<file path="src/source/cpuPkg.sv">
package cpuPkg;

   parameter int DataWidth = 16;

   // Status word bit positions
   localparam int FlagC = 0;
   localparam int FlagZ = 1;
   localparam int FlagN = 2;
   localparam int FlagV = 3;

   typedef enum logic [4:0] {
      ADD    = 5'd0,
      ADDI   = 5'd1,
      ADC    = 5'd2,
      SUB    = 5'd3,
      SUBI   = 5'd4,
      SUC    = 5'd5,
      CMP    = 5'd6,
      CMPI   = 5'd7,
      LUI    = 5'd8,
      LLI    = 5'd9,
      LDW    = 5'd10,
      STW    = 5'd11,
      JMP    = 5'd12,
      BRANCH = 5'd13
   } opcode_t;

   // Condition field, bits 10:8 of a BRANCH
   typedef enum logic [2:0] {
      BR  = 3'd0,
      BE  = 3'd1,
      BNE = 3'd2,
      BLT = 3'd3,
      BGE = 3'd4
   } branchCode_t;

   typedef enum logic [2:0] {
      FnNop,
      FnAdd,
      FnAdc,
      FnSub,
      FnSuc,
      FnLoadLow,
      FnLoadHigh,
      FnPass
   } aluFunction_t;

   typedef enum logic {Op2Reg, Op2Imm} op2Select_t;
   typedef enum logic {ImmShort, ImmLong} immSelect_t;
   typedef enum logic {WdAlu, WdBus} wdSelect_t;
   typedef enum logic [1:0] {PcNext, PcAlu, PcBranch} pcSelect_t;

   typedef struct packed {
      aluFunction_t AluOp;
      op2Select_t   Op2Sel;
      immSelect_t   ImmSel;
      wdSelect_t    WdSel;
      pcSelect_t    PcSel;
      logic         RegWe;
      logic         RdAsRa;      // Port A reads rd instead of ra
      logic         AluWe;
      logic         PcWe;
      logic         IrWe;
      logic         AddrFromPc;  // Fetch address
   } controlWord_t;

   typedef struct packed {
      logic Ale;
      logic nMe;
      logic nOe;
      logic nWe;
      logic BusDrive;
      logic Capture;   // Register BusIn at end of cycle
   } busStrobes_t;

endpackage

</file>
<file path="src/source/aluUnit.sv">
`timescale 1ns/10ps

module aluUnit (
   input  logic                           Clock,
   input  logic                           nReset,
   input  cpuPkg::controlWord_t           Ctrl,
   input  logic [cpuPkg::DataWidth-1:0]   Instruction,
   input  logic [cpuPkg::DataWidth-1:0]   OperandA,
   input  logic [cpuPkg::DataWidth-1:0]   OperandB,
   input  logic                           CarryIn,
   output logic [cpuPkg::DataWidth-1:0]   Result,
   output logic [cpuPkg::DataWidth-1:0]   AluReg,
   output logic [3:0]                     Flags
);

   localparam int Dw = cpuPkg::DataWidth;

   logic [Dw-1:0] immValue;
   logic [Dw-1:0] operand2;
   logic [Dw-1:0] addend;
   logic [Dw:0]   sum;
   logic          carryBit;
   logic          subtract;

   assign immValue = (Ctrl.ImmSel == cpuPkg::ImmLong) ?
                     {{(Dw-8){1'b0}}, Instruction[7:0]} : {{(Dw-5){1'b0}}, Instruction[4:0]};
   assign operand2 = (Ctrl.Op2Sel == cpuPkg::Op2Imm) ? immValue : OperandB;
   assign subtract = (Ctrl.AluOp == cpuPkg::FnSub) || (Ctrl.AluOp == cpuPkg::FnSuc);
   assign addend   = subtract ? ~operand2 : operand2;  // Subtract as A + ~B + carry

   always_comb begin
      case (Ctrl.AluOp)
         cpuPkg::FnSub:                carryBit = 1'b1;
         cpuPkg::FnAdc, cpuPkg::FnSuc: carryBit = CarryIn;
         default:                      carryBit = 1'b0;
      endcase
      sum = {1'b0, OperandA} + {1'b0, addend} + {{Dw{1'b0}}, carryBit};
      case (Ctrl.AluOp)
         cpuPkg::FnAdd, cpuPkg::FnAdc, cpuPkg::FnSub, cpuPkg::FnSuc: Result = sum[Dw-1:0];
         cpuPkg::FnLoadLow:  Result = immValue;
         cpuPkg::FnLoadHigh: Result = {Instruction[7:0], OperandA[Dw-9:0]};
         cpuPkg::FnPass:     Result = OperandB;
         default:            Result = '0;
      endcase
   end

   assign Flags[cpuPkg::FlagC] = sum[Dw];  // Set means no borrow on subtract
   assign Flags[cpuPkg::FlagZ] = Result == '0;
   assign Flags[cpuPkg::FlagN] = Result[Dw-1];
   assign Flags[cpuPkg::FlagV] = (OperandA[Dw-1] == addend[Dw-1]) &&
                                 (sum[Dw-1] != OperandA[Dw-1]);

   // Holds memory address, then store data
   always_ff @(posedge Clock or negedge nReset) begin
      if (!nReset)
         AluReg <= '0;
      else if (Ctrl.AluWe)
         AluReg <= Result;
   end

endmodule

</file>
<file path="config.mk">
export PLATFORM = sky130hd
export DESIGN_NAME = aluUnit
export DESIGN_NICKNAME = d
export VERILOG_FILES = /design/src/source/cpuPkg.sv /design/src/source/aluUnit.sv
export SDC_FILE = /design/constraint.sdc
export NUM_CORES = 1
export LEC_CHECK = 0
export ABC_CLOCK_PERIOD_IN_PS = 7900
export BUFFER_PORTS_ARGS = -buffer_cell sky130_fd_sc_hd__buf_2
export CORE_MARGIN = 2
export CORE_UTILIZATION = 44
export CTS_CLUSTER_SIZE = 8
export DETAILED_ROUTE_END_ITERATION = 16
export PLACE_DENSITY = 0.81
export SYNTH_ARGS = -nofsm -noshare
export SYNTH_HDL_FRONTEND = slang
export SYNTH_SLANG_ARGS = --single-unit
</file>
<file path="constraint.sdc">
create_clock -name Clock -period 7.9 [get_ports Clock]
set_clock_uncertainty 0.15 [all_clocks]
set_input_delay 0 -clock Clock [delete_from_list [all_inputs] [get_ports Clock]]
set_output_delay 0 -clock Clock [all_outputs]
set_load 0.05 [all_outputs]
</file>
==> results of run 1 <==
==> layout make-up <==
class	instances	share of cell area (%)
clock buffer	4	1.960
inverter	10	1.336
multi-input combinational	230	64.01
sequential	16	14.25
tap	70	3.118
timing repair buffer	85	15.32
==> placed cells by master, fill, tap and decap left out, types with 3 or more instances in the layout <==
master | synthesis | final
sky130_fd_sc_hd__buf_2 | 5 | 84
sky130_fd_sc_hd__xnor2_1 | 22 | 22
sky130_fd_sc_hd__mux2_2 | 17 | 17
sky130_fd_sc_hd__dfrtp_1 | 16 | 16
sky130_fd_sc_hd__o21ai_0 | 16 | 16
sky130_fd_sc_hd__mux2i_1 | 15 | 15
sky130_fd_sc_hd__ha_1 | 15 | 15
sky130_fd_sc_hd__nand2_1 | 14 | 14
sky130_fd_sc_hd__nor2b_1 | 13 | 13
sky130_fd_sc_hd__a21oi_1 | 13 | 13
sky130_fd_sc_hd__nand2b_1 | 10 | 10
sky130_fd_sc_hd__inv_1 | 9 | 9
sky130_fd_sc_hd__a31oi_1 | 8 | 8
sky130_fd_sc_hd__nor2_1 | 7 | 7
sky130_fd_sc_hd__a211oi_1 | 5 | 5
sky130_fd_sc_hd__nand4_1 | 5 | 5
sky130_fd_sc_hd__o2111ai_1 | 5 | 5
sky130_fd_sc_hd__o22ai_1 | 5 | 5
sky130_fd_sc_hd__a21o_1 | 4 | 4
sky130_fd_sc_hd__xor2_1 | 4 | 4
sky130_fd_sc_hd__and3_1 | 4 | 4
sky130_fd_sc_hd__nand3_1 | 4 | 4
sky130_fd_sc_hd__clkbuf_8 | 0 | 4
sky130_fd_sc_hd__nand3b_1 | 3 | 3
sky130_fd_sc_hd__and4_1 | 3 | 3
==> path summary, 6_finish.rpt <==
check / startpoint / endpoint / slack (ps) / depth (start not counted)
max: Ctrl[11] / Flags[1] / 2940 / 16
min: nReset / AluReg[9]$_DFFE_PN0P_ / 30 / 2
max reg2reg: AluReg[2]$_DFFE_PN0P_ / AluReg[2]$_DFFE_PN0P_ / 6970 / 1
min reg2reg: AluReg[11]$_DFFE_PN0P_ / AluReg[11]$_DFFE_PN0P_ / 350 / 1
max in group asynchronous: nReset / AluReg[10]$_DFFE_PN0P_ / 7310 / 2
min in group Clock: Ctrl[3] / AluReg[6]$_DFFE_PN0P_ / 30 / 2
==> stage by stage <==
step / cell area, sq um / worst slack (ps)
floorplan: 2298 / 3245
global placement: 2744 / 3117
detailed placement: 2744 / 2990
CTS: 2809 / 2979
global route: 2809 / 2622
finish: 2809 / 2944
==> cell families after synthesis <==
kind of cell,after synthesis,share of synthesized area [%]
buf+inv,24,4.355
xor+xnor,26,9.907
simple gates,76,19.65
compound gates,78,23.46
fa+ha+maj,18,10.34
mux,32,14.86
flops,16,17.42
==> routing by layer <==
metal	vias to the layer above	wire length (um)
met4	0	120
met3	13	565
met2	144	3345
li1	1166	-
met1	1205	2995
met5	-	0
==> power by group through the flow <==
| stage | registers [W] | clock network, W | logic, W |
|---|---|---|---|
| final | 0.000114 | 0.0000731 | 0.000452 |
| after global routing | 0.000118 | 0.0000781 | 0.000478 |
| after floorplan | 0.000196 | 0 | 0.000264 |
| after global placement | 0.000115 | 0 | 0.000438 |
| after CTS | 0.000114 | 0.0000734 | 0.000449 |
| after detailed placement | 0.000116 | 0 | 0.000447 |
==> what timing repair did <==
action | in CTS | in global routing
hold buffers | 1 | 0
gates resized for setup | 0 | 0
hold endpoints to repair | 16 | 0
==> flow_results.xml, run 1 <==
<?xml version="1.0" encoding="UTF-8"?>
<metrics>
  <group name="status">
    <metric name="outcome" unit="">finished clean</metric>
  </group>
  <group name="cells_and_area">
    <metric name="biggestRegsByFlops" unit="">AluReg: 16 flops</metric>
    <metric name="largest-register" unit="">AluReg</metric>
    <metric name="final_nets" unit="">428</metric>
    <metric name="multiInputGateArea" unit="sq mm">0.001798</metric>
    <metric name="antenna-diode-count" unit="">0</metric>
    <metric name="filler_cell_count" unit="">474</metric>
    <metric name="finalCoreUtilization" unit="%">55.35</metric>
    <metric name="drive_gt1_share" unit="%">33.62</metric>
    <metric name="ff_latch_area" unit="sq um">400.4</metric>
    <metric name="final-instance-count-excl-fill" unit="">415</metric>
    <metric name="syn2layout_area_growth" unit="%">22.21</metric>
    <metric name="largest_reg_flops" unit="">16</metric>
  </group>
  <group name="setup_path">
    <metric name="path_buf_inv" unit="">3</metric>
    <metric name="critPathLaunchType" unit="">primary input</metric>
    <metric name="critPathKind" unit="">in2out</metric>
    <metric name="end_kind" unit="">primary output</metric>
    <metric name="crit_family" unit="">compound AO/OA/AOI/OAI gates</metric>
    <metric name="list_of_cells_traversed_by_the_critical_path" unit="">buf_2 -&gt; nor2b_1 -&gt; a21o_1 -&gt; xor2_1 -&gt; fa_1 -&gt; inv_1 -&gt; fa_1 -&gt; a21o_1 -&gt; a221oi_2 -&gt; o21ai_1 -&gt; a31oi_1 -&gt; xnor2_1 -&gt; o21ai_1 -&gt; nand3_1 -&gt; nor4_2 -&gt; buf_2</metric>
    <metric name="timing.critical_path.slowest_stage_cell" unit="">sky130_fd_sc_hd__a21o_1</metric>
    <metric name="critPathMaxFanout" unit="">32</metric>
    <metric name="critPathArrivalTime" unit="ps">4810</metric>
    <metric name="timing.critical_path.slowest_cell_delay" unit="ps">770</metric>
    <metric name="worst_ep_required_time" unit="ps">7750</metric>
  </group>
  <group name="global_route">
    <metric name="globalRoute.busiestLayer" unit="">met2</metric>
    <metric name="met3_grt_util" unit="%">2.725</metric>
    <metric name="grt.met2_usage" unit="%">42.39</metric>
    <metric name="grt_start_max_net_pins" unit="">33</metric>
    <metric name="track_usage" unit="%">24.09</metric>
    <metric name="antenna_violations_before_repair" unit="">0</metric>
    <metric name="first_global_vias" unit="">2456</metric>
    <metric name="global_route.usage.met1" unit="%">31.25</metric>
    <metric name="gr-total-overflow" unit="">0</metric>
    <metric name="wire_length_of_the_first_global_routing_pass" unit="mm">11.60</metric>
  </group>
  <group name="clocking">
    <metric name="tritoncts" unit="">built</metric>
    <metric name="clk_latency" unit="ps">250</metric>
    <metric name="cts.reportedPaths.clkPinSlew" unit="ps">60</metric>
    <metric name="number_of_clock_buffers_inserted_by_tritoncts" unit="">3</metric>
    <metric name="cts-root-buf" unit="">sky130_fd_sc_hd__clkbuf_8</metric>
    <metric name="htreeDepth" unit="">1</metric>
    <metric name="postCtsSetupRepairBufs" unit="">0</metric>
    <metric name="clock_tree.buffer_depth" unit="">2</metric>
    <metric name="cts.sinks" unit="">16</metric>
  </group>
  <group name="floorplan">
    <metric name="die_width" unit="um">76.28</metric>
    <metric name="io_pins" unit="">101</metric>
    <metric name="starting_density_of_the_core" unit="%">45.29</metric>
    <metric name="core_region_area" unit="sq mm">0.005075</metric>
    <metric name="rows" unit="">26</metric>
    <metric name="fp.dieArea" unit="sq mm">0.005818</metric>
    <metric name="chipHeight" unit="um">76.28</metric>
  </group>
  <group name="placed_design">
    <metric name="port-buffer-count" unit="">84</metric>
    <metric name="post-dp-hpwl" unit="mm">5.548</metric>
    <metric name="numPlacedInstances" unit="">410</metric>
    <metric name="globalplace.congestion" unit="">0.9444</metric>
  </group>
  <group name="drt">
    <metric name="wire_per_inst" unit="um">16.93</metric>
    <metric name="drt.antenna.violating_nets" unit="">0</metric>
    <metric name="drc_errors" unit="">0</metric>
    <metric name="route.detailed.vias_per_inst" unit="">6.092</metric>
    <metric name="postRouteWirelength" unit="mm">7.027</metric>
    <metric name="drt_iter0_drc" unit="">147</metric>
    <metric name="detailedRoute.firstPassIterationCount" unit="">4</metric>
    <metric name="route.vias.total" unit="">2528</metric>
  </group>
  <group name="logic_synthesis">
    <metric name="post_synth_num_cell_types" unit="">56</metric>
    <metric name="synthFlopType" unit="">sky130_fd_sc_hd__dfrtp_1</metric>
    <metric name="synth_cells" unit="">270</metric>
    <metric name="synth_common_cells" unit="">sky130_fd_sc_hd__xnor2_1 (22), sky130_fd_sc_hd__mux2_2 (17), sky130_fd_sc_hd__dfrtp_1 (16), sky130_fd_sc_hd__o21ai_0 (16)</metric>
    <metric name="synth_area_leader_cell" unit="">sky130_fd_sc_hd__dfrtp_1</metric>
    <metric name="ys_ff_latch" unit="">16</metric>
    <metric name="synth.most_common_cell" unit="">sky130_fd_sc_hd__xnor2_1</metric>
    <metric name="synth.yosys.warnings" unit="">0</metric>
    <metric name="synth_async_sr_flop_share" unit="%">100.0</metric>
    <metric name="synth.area.top_cells" unit="">sky130_fd_sc_hd__dfrtp_1 (17%), sky130_fd_sc_hd__xnor2_1 (8.4%), sky130_fd_sc_hd__mux2_2 (8.3%)</metric>
    <metric name="syn-num-nets" unit="">352</metric>
    <metric name="synth.avg_cell_area" unit="sq um">8.513</metric>
    <metric name="synth_area" unit="sq mm">0.002298</metric>
    <metric name="synth_sequential_area_ratio" unit="%">17.42</metric>
    <metric name="synthDominantCellAreaShare" unit="%">17.42</metric>
    <metric name="count_of_flip_flops_with_a_built_in_enable_after_synthesis" unit="">0</metric>
  </group>
  <group name="run">
    <metric name="max_cap_violations" unit="">0</metric>
  </group>
  <group name="power_and_ir_drop">
    <metric name="p_int" unit="W">0.0002841</metric>
    <metric name="pwr-share-clk" unit="%">11.4</metric>
    <metric name="ir_drop" unit="mV">0.1359</metric>
    <metric name="p_switching" unit="W">0.0003556</metric>
    <metric name="power-per-cell-area" unit="mW/mm^2">227.7</metric>
    <metric name="power.share.switching" unit="%">55.59</metric>
    <metric name="share_seq_of_total_power" unit="%">17.9</metric>
    <metric name="power.share.combinational" unit="%">70.7</metric>
    <metric name="power.leakage" unit="nW">1.310</metric>
    <metric name="total_power" unit="W">0.0006397</metric>
  </group>
  <group name="timing">
    <metric name="fin_crit_sh" unit="%">62.73</metric>
    <metric name="max_freq" unit="MHz">201.8</metric>
    <metric name="hold_ws" unit="ps">26.83</metric>
    <metric name="final_setup_violation_count" unit="">0</metric>
    <metric name="hold_violations" unit="">0</metric>
    <metric name="timing.final.max_slew_violations" unit="">0</metric>
    <metric name="grt_setup_unrepaired" unit="">false</metric>
    <metric name="tightest_slew" unit="ps">1046</metric>
    <metric name="slew-limit-headroom" unit="%">30.13</metric>
    <metric name="tns" unit="ps">0</metric>
    <metric name="timing.final.crit_period" unit="ps">4956</metric>
  </group>
  <group name="min_path">
    <metric name="path_class_of_the_lowest_slack_min_delay_path" unit="">in2async</metric>
  </group>
</metrics>
No activity file was read; power rests on OpenSTA's default activity.
==> inputs of run 2 (changes only) <==
--- a/config.mk
+++ b/config.mk
@@ -5,13 +5,14 @@
 export SDC_FILE = /design/constraint.sdc
 export NUM_CORES = 1
 export LEC_CHECK = 0
-export ABC_CLOCK_PERIOD_IN_PS = 7900
+export ABC_AREA = 1
+export ABC_CLOCK_PERIOD_IN_PS = 4300
 export BUFFER_PORTS_ARGS = -buffer_cell sky130_fd_sc_hd__buf_2
 export CORE_MARGIN = 2
 export CORE_UTILIZATION = 44
 export CTS_CLUSTER_SIZE = 8
 export DETAILED_ROUTE_END_ITERATION = 16
-export PLACE_DENSITY = 0.81
+export PLACE_DENSITY = 0.83
 export SYNTH_ARGS = -nofsm -noshare
 export SYNTH_HDL_FRONTEND = slang
 export SYNTH_SLANG_ARGS = --single-unit
==> constraint.sdc (replaced) <==
create_clock -name Clock -period 4.3 [get_ports Clock]
set_clock_uncertainty 0.15 [all_clocks]
set_input_delay 0 -clock Clock [delete_from_list [all_inputs] [get_ports Clock]]
set_output_delay 0 -clock Clock [all_outputs]
set_load 0.05 [all_outputs]
==> run 2 against run 1 <==
Against the previous run:
- sequential share of layout area shrank 1.2 points
- cell area increased by 9.6%
- non-clock buffer count rose by 11
- critical path type unchanged
- critical endpoint unchanged
- largest cell class unchanged
==> flow_results.xml, run 2 <==
<?xml version="1.0" encoding="UTF-8"?>
<metrics>
  <group name="clocking">
    <metric name="clk_latency" unit="ps">250</metric>
    <metric name="clock_tree.buffer_depth" unit="">2</metric>
    <metric name="number_of_clock_buffers_inserted_by_tritoncts" unit="">3</metric>
    <metric name="cts.sinks" unit="">16</metric>
    <metric name="cts-root-buf" unit="">sky130_fd_sc_hd__clkbuf_8</metric>
    <metric name="tritoncts" unit="">built</metric>
    <metric name="cts-resized-gates" unit="">0</metric>
    <metric name="htreeDepth" unit="">1</metric>
    <metric name="cts.reportedPaths.clkPinSlew" unit="ps">60</metric>
  </group>
  <group name="cells_and_area">
    <metric name="finalCoreUtilization" unit="%">56.59</metric>
    <metric name="antenna-diode-count" unit="">0</metric>
    <metric name="largest_reg_flops" unit="">16</metric>
    <metric name="drive_gt1_share" unit="%">22.55</metric>
    <metric name="syn2layout_area_growth" unit="%">25.19</metric>
    <metric name="multiInputGateArea" unit="sq mm">0.001709</metric>
    <metric name="largest-register" unit="">AluReg</metric>
    <metric name="ff_latch_area" unit="sq um">400.4</metric>
    <metric name="most-common-layout-cells" unit="">sky130_fd_sc_hd__nand2_1 (112), sky130_fd_sc_hd__buf_2 (84), sky130_fd_sc_hd__inv_1 (71)</metric>
    <metric name="filler_cell_count" unit="">528</metric>
    <metric name="biggestRegsByFlops" unit="">AluReg: 16 flops</metric>
    <metric name="final_nets" unit="">584</metric>
    <metric name="final_common_cell" unit="">sky130_fd_sc_hd__nand2_1</metric>
  </group>
  <group name="placed_design">
    <metric name="port-buffer-count" unit="">84</metric>
    <metric name="post-dp-hpwl" unit="mm">5.965</metric>
    <metric name="globalplace.congestion" unit="">0.8887</metric>
  </group>
  <group name="global_route">
    <metric name="gr-total-overflow" unit="">0</metric>
    <metric name="wire_length_of_the_first_global_routing_pass" unit="mm">12.12</metric>
    <metric name="grt_start_max_net_pins" unit="">31</metric>
    <metric name="antenna_violations_before_repair" unit="">0</metric>
    <metric name="track_usage" unit="%">23.97</metric>
    <metric name="first_global_vias" unit="">2852</metric>
  </group>
  <group name="logic_synthesis">
    <metric name="synthFlopType" unit="">sky130_fd_sc_hd__dfrtp_1</metric>
    <metric name="synthDominantCellAreaShare" unit="%">17.10</metric>
    <metric name="synth.most_common_cell" unit="">sky130_fd_sc_hd__nand2_1</metric>
    <metric name="synth_common_cells" unit="">sky130_fd_sc_hd__nand2_1 (112), sky130_fd_sc_hd__inv_1 (71), sky130_fd_sc_hd__nor2_1 (48)</metric>
    <metric name="ys_ff_latch" unit="">16</metric>
    <metric name="synth.area.top_cells" unit="">sky130_fd_sc_hd__nand2_1 (17%), sky130_fd_sc_hd__dfrtp_1 (16%), sky130_fd_sc_hd__inv_1 (11%)</metric>
    <metric name="synth_sequential_area_ratio" unit="%">16.28</metric>
    <metric name="synth_async_sr_flop_share" unit="%">100.0</metric>
    <metric name="syn-num-nets" unit="">493</metric>
    <metric name="synth_area" unit="sq mm">0.002459</metric>
    <metric name="count_of_flip_flops_with_a_built_in_enable_after_synthesis" unit="">0</metric>
    <metric name="synth_cells" unit="">411</metric>
    <metric name="synth.yosys.warnings" unit="">0</metric>
    <metric name="post_synth_num_cell_types" unit="">34</metric>
    <metric name="synth.avg_cell_area" unit="sq um">5.982</metric>
    <metric name="synth_area_leader_cell" unit="">sky130_fd_sc_hd__nand2_1</metric>
  </group>
  <group name="drt">
    <metric name="detailedRoute.firstPassIterationCount" unit="">5</metric>
    <metric name="drc_errors" unit="">0</metric>
    <metric name="drt.antenna.violating_nets" unit="">0</metric>
    <metric name="wire_per_inst" unit="um">12.75</metric>
    <metric name="drt_iter0_drc" unit="">190</metric>
    <metric name="postRouteWirelength" unit="mm">7.308</metric>
    <metric name="route.vias.total" unit="">2979</metric>
    <metric name="route.detailed.vias_per_inst" unit="">5.199</metric>
  </group>
  <group name="timing">
    <metric name="timing.final.max_slew_violations" unit="">0</metric>
    <metric name="fin_crit_sh" unit="%">74.97</metric>
    <metric name="timing.final.crit_period" unit="ps">3224</metric>
    <metric name="hold_ws" unit="ps">6.870</metric>
    <metric name="tightest_slew" unit="ps">479.1</metric>
    <metric name="slew-limit-headroom" unit="%">68.06</metric>
    <metric name="tns" unit="ps">0</metric>
    <metric name="grt_setup_unrepaired" unit="">false</metric>
    <metric name="final_setup_violation_count" unit="">0</metric>
    <metric name="max_freq" unit="MHz">310.2</metric>
    <metric name="hold_violations" unit="">0</metric>
  </group>
  <group name="floorplan">
    <metric name="chipHeight" unit="um">78.75</metric>
    <metric name="die_width" unit="um">78.75</metric>
    <metric name="rows" unit="">27</metric>
    <metric name="core_region_area" unit="sq mm">0.005439</metric>
    <metric name="fp.dieArea" unit="sq mm">0.006202</metric>
    <metric name="io_pins" unit="">101</metric>
    <metric name="starting_density_of_the_core" unit="%">45.20</metric>
  </group>
  <group name="run">
    <metric name="max_cap_violations" unit="">0</metric>
  </group>
  <group name="power_and_ir_drop">
    <metric name="power-per-cell-area" unit="mW/mm^2">355.6</metric>
    <metric name="total_power" unit="W">0.001094</metric>
    <metric name="power.leakage" unit="nW">1.828</metric>
    <metric name="ir_drop" unit="mV">0.3163</metric>
  </group>
  <group name="setup_path">
    <metric name="critPathLaunchType" unit="">primary input</metric>
    <metric name="end_kind" unit="">primary output</metric>
    <metric name="critPathKind" unit="">in2out</metric>
    <metric name="critPathMaxFanout" unit="">17</metric>
    <metric name="worst_ep_required_time" unit="ps">4150</metric>
    <metric name="critPathArrivalTime" unit="ps">3070</metric>
    <metric name="regToRegSetupSlack" unit="ps">3400</metric>
  </group>
  <group name="min_path">
    <metric name="path_class_of_the_lowest_slack_min_delay_path" unit="">in2reg</metric>
  </group>
  <group name="status">
    <metric name="outcome" unit="">finished clean</metric>
  </group>
</metrics>
[run 2: final cells by class]
cell class	count	share of cell area [%]
sequential	16	13.01
tap	72	2.927
timing repair buffer	96	17.48
clock buffer	4	1.789
multi-input combinational	309	55.53
inverter	76	9.268
[run 2: layer usage]
metal | part of all wire, % | GRT usage, % | vias to the layer above | wire, um
met3 | 7.1 | 3.068 | 19 | 521
met4 | 2.5 | 7.193 | 0 | 184
met5 | 0 | 0 | - | 0
li1 | - | - | 1483 | -
met1 | 44 | 30.31 | 1338 | 3184
met2 | 47 | 42.48 | 139 | 3416
[run 2: cell families (layout without fill, tap and decap cells)]
family                     Yosys count  after routing  share of synthesized area, %
and+or+nand+nor                    219            219                         39.44
buffers and inverters               86            176                         14.20
AOI/OAI and AO/OA                   54             54                         13.84
adders and majority gates           17             17                         9.262
xor gates and xnor gates            17             17                         6.056
DFF                                 16             16                         16.28
muxes                                2              2                        0.9160
[run 2: metrics by stage]
stage	instances	worst slack (ps)	instance area [sq um]
detailed placement	558	1105	2913
finish	573	1076	3078
floorplan	411	843.6	2459
CTS	573	1103	3078
global placement	558	1201	2913
global route	573	710.4	3078
[run 2: what timing repair did]
action	4_1_cts	5_1_grt
buffers inserted	0	0
endpoints found under the hold margin	24	0
hold buffers	11	0
[run 2: path summary, 6_finish.rpt]
kind	from	end	cells past startpoint
min	Instruction[1]	AluReg[9]$_DFFE_PN0P_	3
min in group asynchronous	nReset	AluReg[5]$_DFFE_PN0P_	2
min reg2reg	AluReg[1]$_DFFE_PN0P_	AluReg[1]$_DFFE_PN0P_	1
max in group asynchronous	nReset	AluReg[6]$_DFFE_PN0P_	2
max	Ctrl[11]	Flags[1]	22
max reg2reg	AluReg[0]$_DFFE_PN0P_	AluReg[0]$_DFFE_PN0P_	1
[run 2: worst max-delay path: stages]
cell	delay (ps)
sky130_fd_sc_hd__buf_2	150
sky130_fd_sc_hd__nor2_1	160
sky130_fd_sc_hd__nand2_2	90
sky130_fd_sc_hd__nand2_1	70
sky130_fd_sc_hd__buf_4	290
sky130_fd_sc_hd__xnor2_1	140
sky130_fd_sc_hd__fa_1	420
sky130_fd_sc_hd__inv_1	140
sky130_fd_sc_hd__fa_1	230
sky130_fd_sc_hd__nand2_1	80
sky130_fd_sc_hd__nand2_1	100
sky130_fd_sc_hd__nand3_1	80
sky130_fd_sc_hd__nand2_1	130
sky130_fd_sc_hd__nand2_1	90
sky130_fd_sc_hd__nand2_1	70
sky130_fd_sc_hd__nand2_1	40
sky130_fd_sc_hd__nand3_1	90
sky130_fd_sc_hd__nand2_1	80
sky130_fd_sc_hd__nor2_1	130
sky130_fd_sc_hd__nand3_1	110
sky130_fd_sc_hd__nor2_1	110
sky130_fd_sc_hd__buf_2	260
[run 2: where the power goes]
| part | switching [W] | internal (W) | leakage [nW] |
|---|---|---|---|
| Combinational | 0.000552 | 0.000212 | 1.61 |
| Clock | 0.0000547 | 0.0000814 | 0.0288 |
| Sequential | 0.0000146 | 0.000180 | 0.185 |
==> inputs of run 3 (changes only) <==
--- a/config.mk
+++ b/config.mk
@@ -6,7 +6,7 @@
 export NUM_CORES = 1
 export LEC_CHECK = 0
 export ABC_AREA = 1
-export ABC_CLOCK_PERIOD_IN_PS = 4300
+export ABC_CLOCK_PERIOD_IN_PS = 2800
 export BUFFER_PORTS_ARGS = -buffer_cell sky130_fd_sc_hd__buf_2
 export CORE_MARGIN = 2
 export CORE_UTILIZATION = 44
==> constraint.sdc (replaced) <==
create_clock -name Clock -period 2.8 [get_ports Clock]
set_clock_uncertainty 0.15 [all_clocks]
set_input_delay 0 -clock Clock [delete_from_list [all_inputs] [get_ports Clock]]
set_output_delay 0 -clock Clock [all_outputs]
set_load 0.05 [all_outputs]
==> run 3 against run 2 <==
Against the previous run:
- global-route usage is 3.0 points higher
- clock power is 58% higher
- critical path depth is 2 lower
- combinational power is 85% higher
- non-clock buffer count is 26 higher
- power is 76% higher
- utilization is 9.7 points higher
- cell area is 17% higher
- register-to-register slack worse by 1600 ps
- worst setup slack worse by 1000 ps
- die area stayed put
- critical path type unchanged
- largest cell class unchanged
==> flow_results.xml, run 3 (synthesis results as in run 2) <==
<?xml version="1.0" encoding="UTF-8"?>
<metrics>
  <group name="floorplan">
    <metric name="chipHeight" unit="um">78.75</metric>
    <metric name="fp.dieArea" unit="sq mm">0.006202</metric>
    <metric name="starting_density_of_the_core" unit="%">45.20</metric>
    <metric name="die_width" unit="um">78.75</metric>
    <metric name="core_region_area" unit="sq mm">0.005439</metric>
    <metric name="io_pins" unit="">101</metric>
    <metric name="rows" unit="">27</metric>
  </group>
  <group name="drt">
    <metric name="detailedRoute.firstPassIterationCount" unit="">5</metric>
    <metric name="wire_per_inst" unit="um">15.10</metric>
    <metric name="route.vias.total" unit="">3154</metric>
    <metric name="postRouteWirelength" unit="mm">9.042</metric>
    <metric name="drt.antenna.violating_nets" unit="">0</metric>
    <metric name="route.detailed.vias_per_inst" unit="">5.265</metric>
    <metric name="drt_iter0_drc" unit="">322</metric>
    <metric name="drc_errors" unit="">0</metric>
  </group>
  <group name="global_route">
    <metric name="gr-total-overflow" unit="">0</metric>
    <metric name="wire_length_of_the_first_global_routing_pass" unit="mm">13.26</metric>
    <metric name="grt_start_max_net_pins" unit="">31</metric>
    <metric name="first_global_vias" unit="">2913</metric>
    <metric name="antenna_violations_before_repair" unit="">0</metric>
    <metric name="track_usage" unit="%">26.95</metric>
  </group>
  <group name="cells_and_area">
    <metric name="multiInputGateArea" unit="sq mm">0.001991</metric>
    <metric name="largest-register" unit="">AluReg</metric>
    <metric name="syn2layout_area_growth" unit="%">46.67</metric>
    <metric name="largest_reg_flops" unit="">16</metric>
    <metric name="final_common_cell" unit="">sky130_fd_sc_hd__nand2_1</metric>
    <metric name="biggestRegsByFlops" unit="">AluReg: 16 flops</metric>
    <metric name="drive_gt1_share" unit="%">38.14</metric>
    <metric name="final_nets" unit="">610</metric>
    <metric name="antenna-diode-count" unit="">0</metric>
    <metric name="most-common-layout-cells" unit="">sky130_fd_sc_hd__nand2_1 (92), sky130_fd_sc_hd__buf_2 (81), sky130_fd_sc_hd__inv_1 (67)</metric>
    <metric name="ff_latch_area" unit="sq um">400.4</metric>
    <metric name="filler_cell_count" unit="">482</metric>
  </group>
  <group name="clocking">
    <metric name="clk_latency" unit="ps">260</metric>
    <metric name="number_of_clock_buffers_inserted_by_tritoncts" unit="">3</metric>
    <metric name="clock_tree.buffer_depth" unit="">2</metric>
    <metric name="tritoncts" unit="">built</metric>
    <metric name="htreeDepth" unit="">1</metric>
    <metric name="cts.reportedPaths.clkPinSlew" unit="ps">70</metric>
    <metric name="cts.sinks" unit="">16</metric>
    <metric name="cts-root-buf" unit="">sky130_fd_sc_hd__clkbuf_8</metric>
  </group>
  <group name="setup_path">
    <metric name="timing.critical_path.slowest_cell_delay" unit="ps">410</metric>
    <metric name="critPathMostFrequentCell" unit="">sky130_fd_sc_hd__nand2_2</metric>
    <metric name="critPathLaunchType" unit="">primary input</metric>
    <metric name="critPathArrivalTime" unit="ps">2620</metric>
    <metric name="timing.critical_path.slowest_stage_cell" unit="">sky130_fd_sc_hd__fa_2</metric>
    <metric name="path_buf_inv" unit="">3</metric>
    <metric name="crit_family" unit="">simple AND/OR/NAND/NOR gates</metric>
    <metric name="worst_ep_required_time" unit="ps">2650</metric>
    <metric name="list_of_cells_traversed_by_the_critical_path" unit="">buf_4 -&gt; nor2_4 -&gt; nand2_2 -&gt; nand2_4 -&gt; xnor2_2 -&gt; fa_2 -&gt; inv_2 -&gt; fa_2 -&gt; nand2_2 -&gt; nand2_2 -&gt; nand3_1 -&gt; nand2_2 -&gt; nand2_1 -&gt; nand3_1 -&gt; nand3_2 -&gt; nand2_2 -&gt; nor2_2 -&gt; nand3_2 -&gt; nor2_4 -&gt; buf_8</metric>
    <metric name="critPathMaxFanout" unit="">4</metric>
    <metric name="critPathKind" unit="">in2out</metric>
    <metric name="end_kind" unit="">primary output</metric>
  </group>
  <group name="power_and_ir_drop">
    <metric name="ir_drop" unit="mV">0.5319</metric>
    <metric name="power.leakage" unit="nW">2.020</metric>
    <metric name="power-per-cell-area" unit="mW/mm^2">535.6</metric>
    <metric name="total_power" unit="W">0.001931</metric>
  </group>
  <group name="min_path">
    <metric name="path_class_of_the_lowest_slack_min_delay_path" unit="">in2reg</metric>
  </group>
  <group name="placed_design">
    <metric name="dpl_worst_slack" unit="ps">-90.11</metric>
    <metric name="post-dp-hpwl" unit="mm">6.624</metric>
    <metric name="globalplace.congestion" unit="">0.9091</metric>
    <metric name="port-buffer-count" unit="">84</metric>
  </group>
  <group name="run">
    <metric name="max_cap_violations" unit="">0</metric>
  </group>
  <group name="timing">
    <metric name="final_setup_violation_count" unit="">0</metric>
    <metric name="timing.final.max_slew_violations" unit="">0</metric>
    <metric name="max_freq" unit="MHz">360.8</metric>
    <metric name="tns" unit="ps">0</metric>
    <metric name="hold_violations" unit="">0</metric>
    <metric name="slew-limit-headroom" unit="%">65.55</metric>
    <metric name="fin_crit_sh" unit="%">98.98</metric>
    <metric name="timing.final.crit_period" unit="ps">2771</metric>
    <metric name="setup_ws" unit="ps">28.51</metric>
    <metric name="tightest_slew" unit="ps">516.8</metric>
  </group>
  <group name="status">
    <metric name="outcome" unit="">finished clean</metric>
  </group>
</metrics>
==> run 3: path summary, 6_finish.rpt <==
path,to,slack (ps),startpoint,cells past startpoint
worst min-delay path,AluReg[13]$_DFFE_PN0P_,10,OperandB[13],3
worst max-delay path,Flags[1],30,Ctrl[11],20
worst max register to register,AluReg[6]$_DFFE_PN0P_,1840,AluReg[6]$_DFFE_PN0P_,2
worst min register to register,AluReg[1]$_DFFE_PN0P_,350,AluReg[1]$_DFFE_PN0P_,1
min in group asynchronous,AluReg[15]$_DFFE_PN0P_,50,nReset,2
max in group asynchronous,AluReg[1]$_DFFE_PN0P_,2160,nReset,2
==> run 3: cell type report <==
class / instances / share of cell area [%]
Sequential cell: 16 / 11.10
Tap cell: 72 / 2.498
Timing Repair Buffer: 122 / 21.76
Multi-Input combinational cell: 309 / 55.20
Clock buffer: 4 / 1.527
Inverter: 76 / 7.911
==> run 3: report_power, final <==
part / switching [W] / internal [W]
sequential: 0.0000258 / 0.000277
combinational: 0.000961 / 0.000454
clock: 0.0000895 / 0.000125
total: 0.00108 / 0.000855
==> run 3: worst reg2reg max path: cells and delay by family (launching register included) <==
kind / cells / cell delay, ps
flip-flops: 1 / 390
AO/OA/AOI/OAI: 1 / 260
AND/OR/NAND/NOR: 1 / 50
==> run 3: timing repair <==
item | 4_1_cts | 5_1_grt
endpoints found under the setup margin | 1 | 2
pin swaps | 1 | 25
gates cloned | 0 | 1
hold buffers | 7 | 0
hold endpoints to repair | 21 | 0
setup buffers | 0 | 7
gates resized for setup | 4 | 63
==> run 3: per-layer routing <==
layer | wire length (um) | up-vias | share of wire (%) | track usage, %
met2 | 4599 | 152 | 51 | 51.11
met1 | 3535 | 1437 | 39 | 31.61
li1 | - | 1534 | - | -
met4 | 312 | 0 | 3.5 | 6.491
met3 | 594 | 31 | 6.6 | 3.977
met5 | 0 | - | 0 | 0
==> run 3: metrics by stage <==
stage / hold WS, ps / util [%] / area, sq um / instances
floorplan: -445.6 / - / 2509 / 411
global placement: -222.4 / 57.67 / 3137 / 580
detailed placement: -215.5 / 57.67 / 3137 / 580
CTS: 1.332 / 60.13 / 3271 / 591
global route: 23.14 / 66.30 / 3606 / 599
finish: 10.64 / 66.30 / 3606 / 599
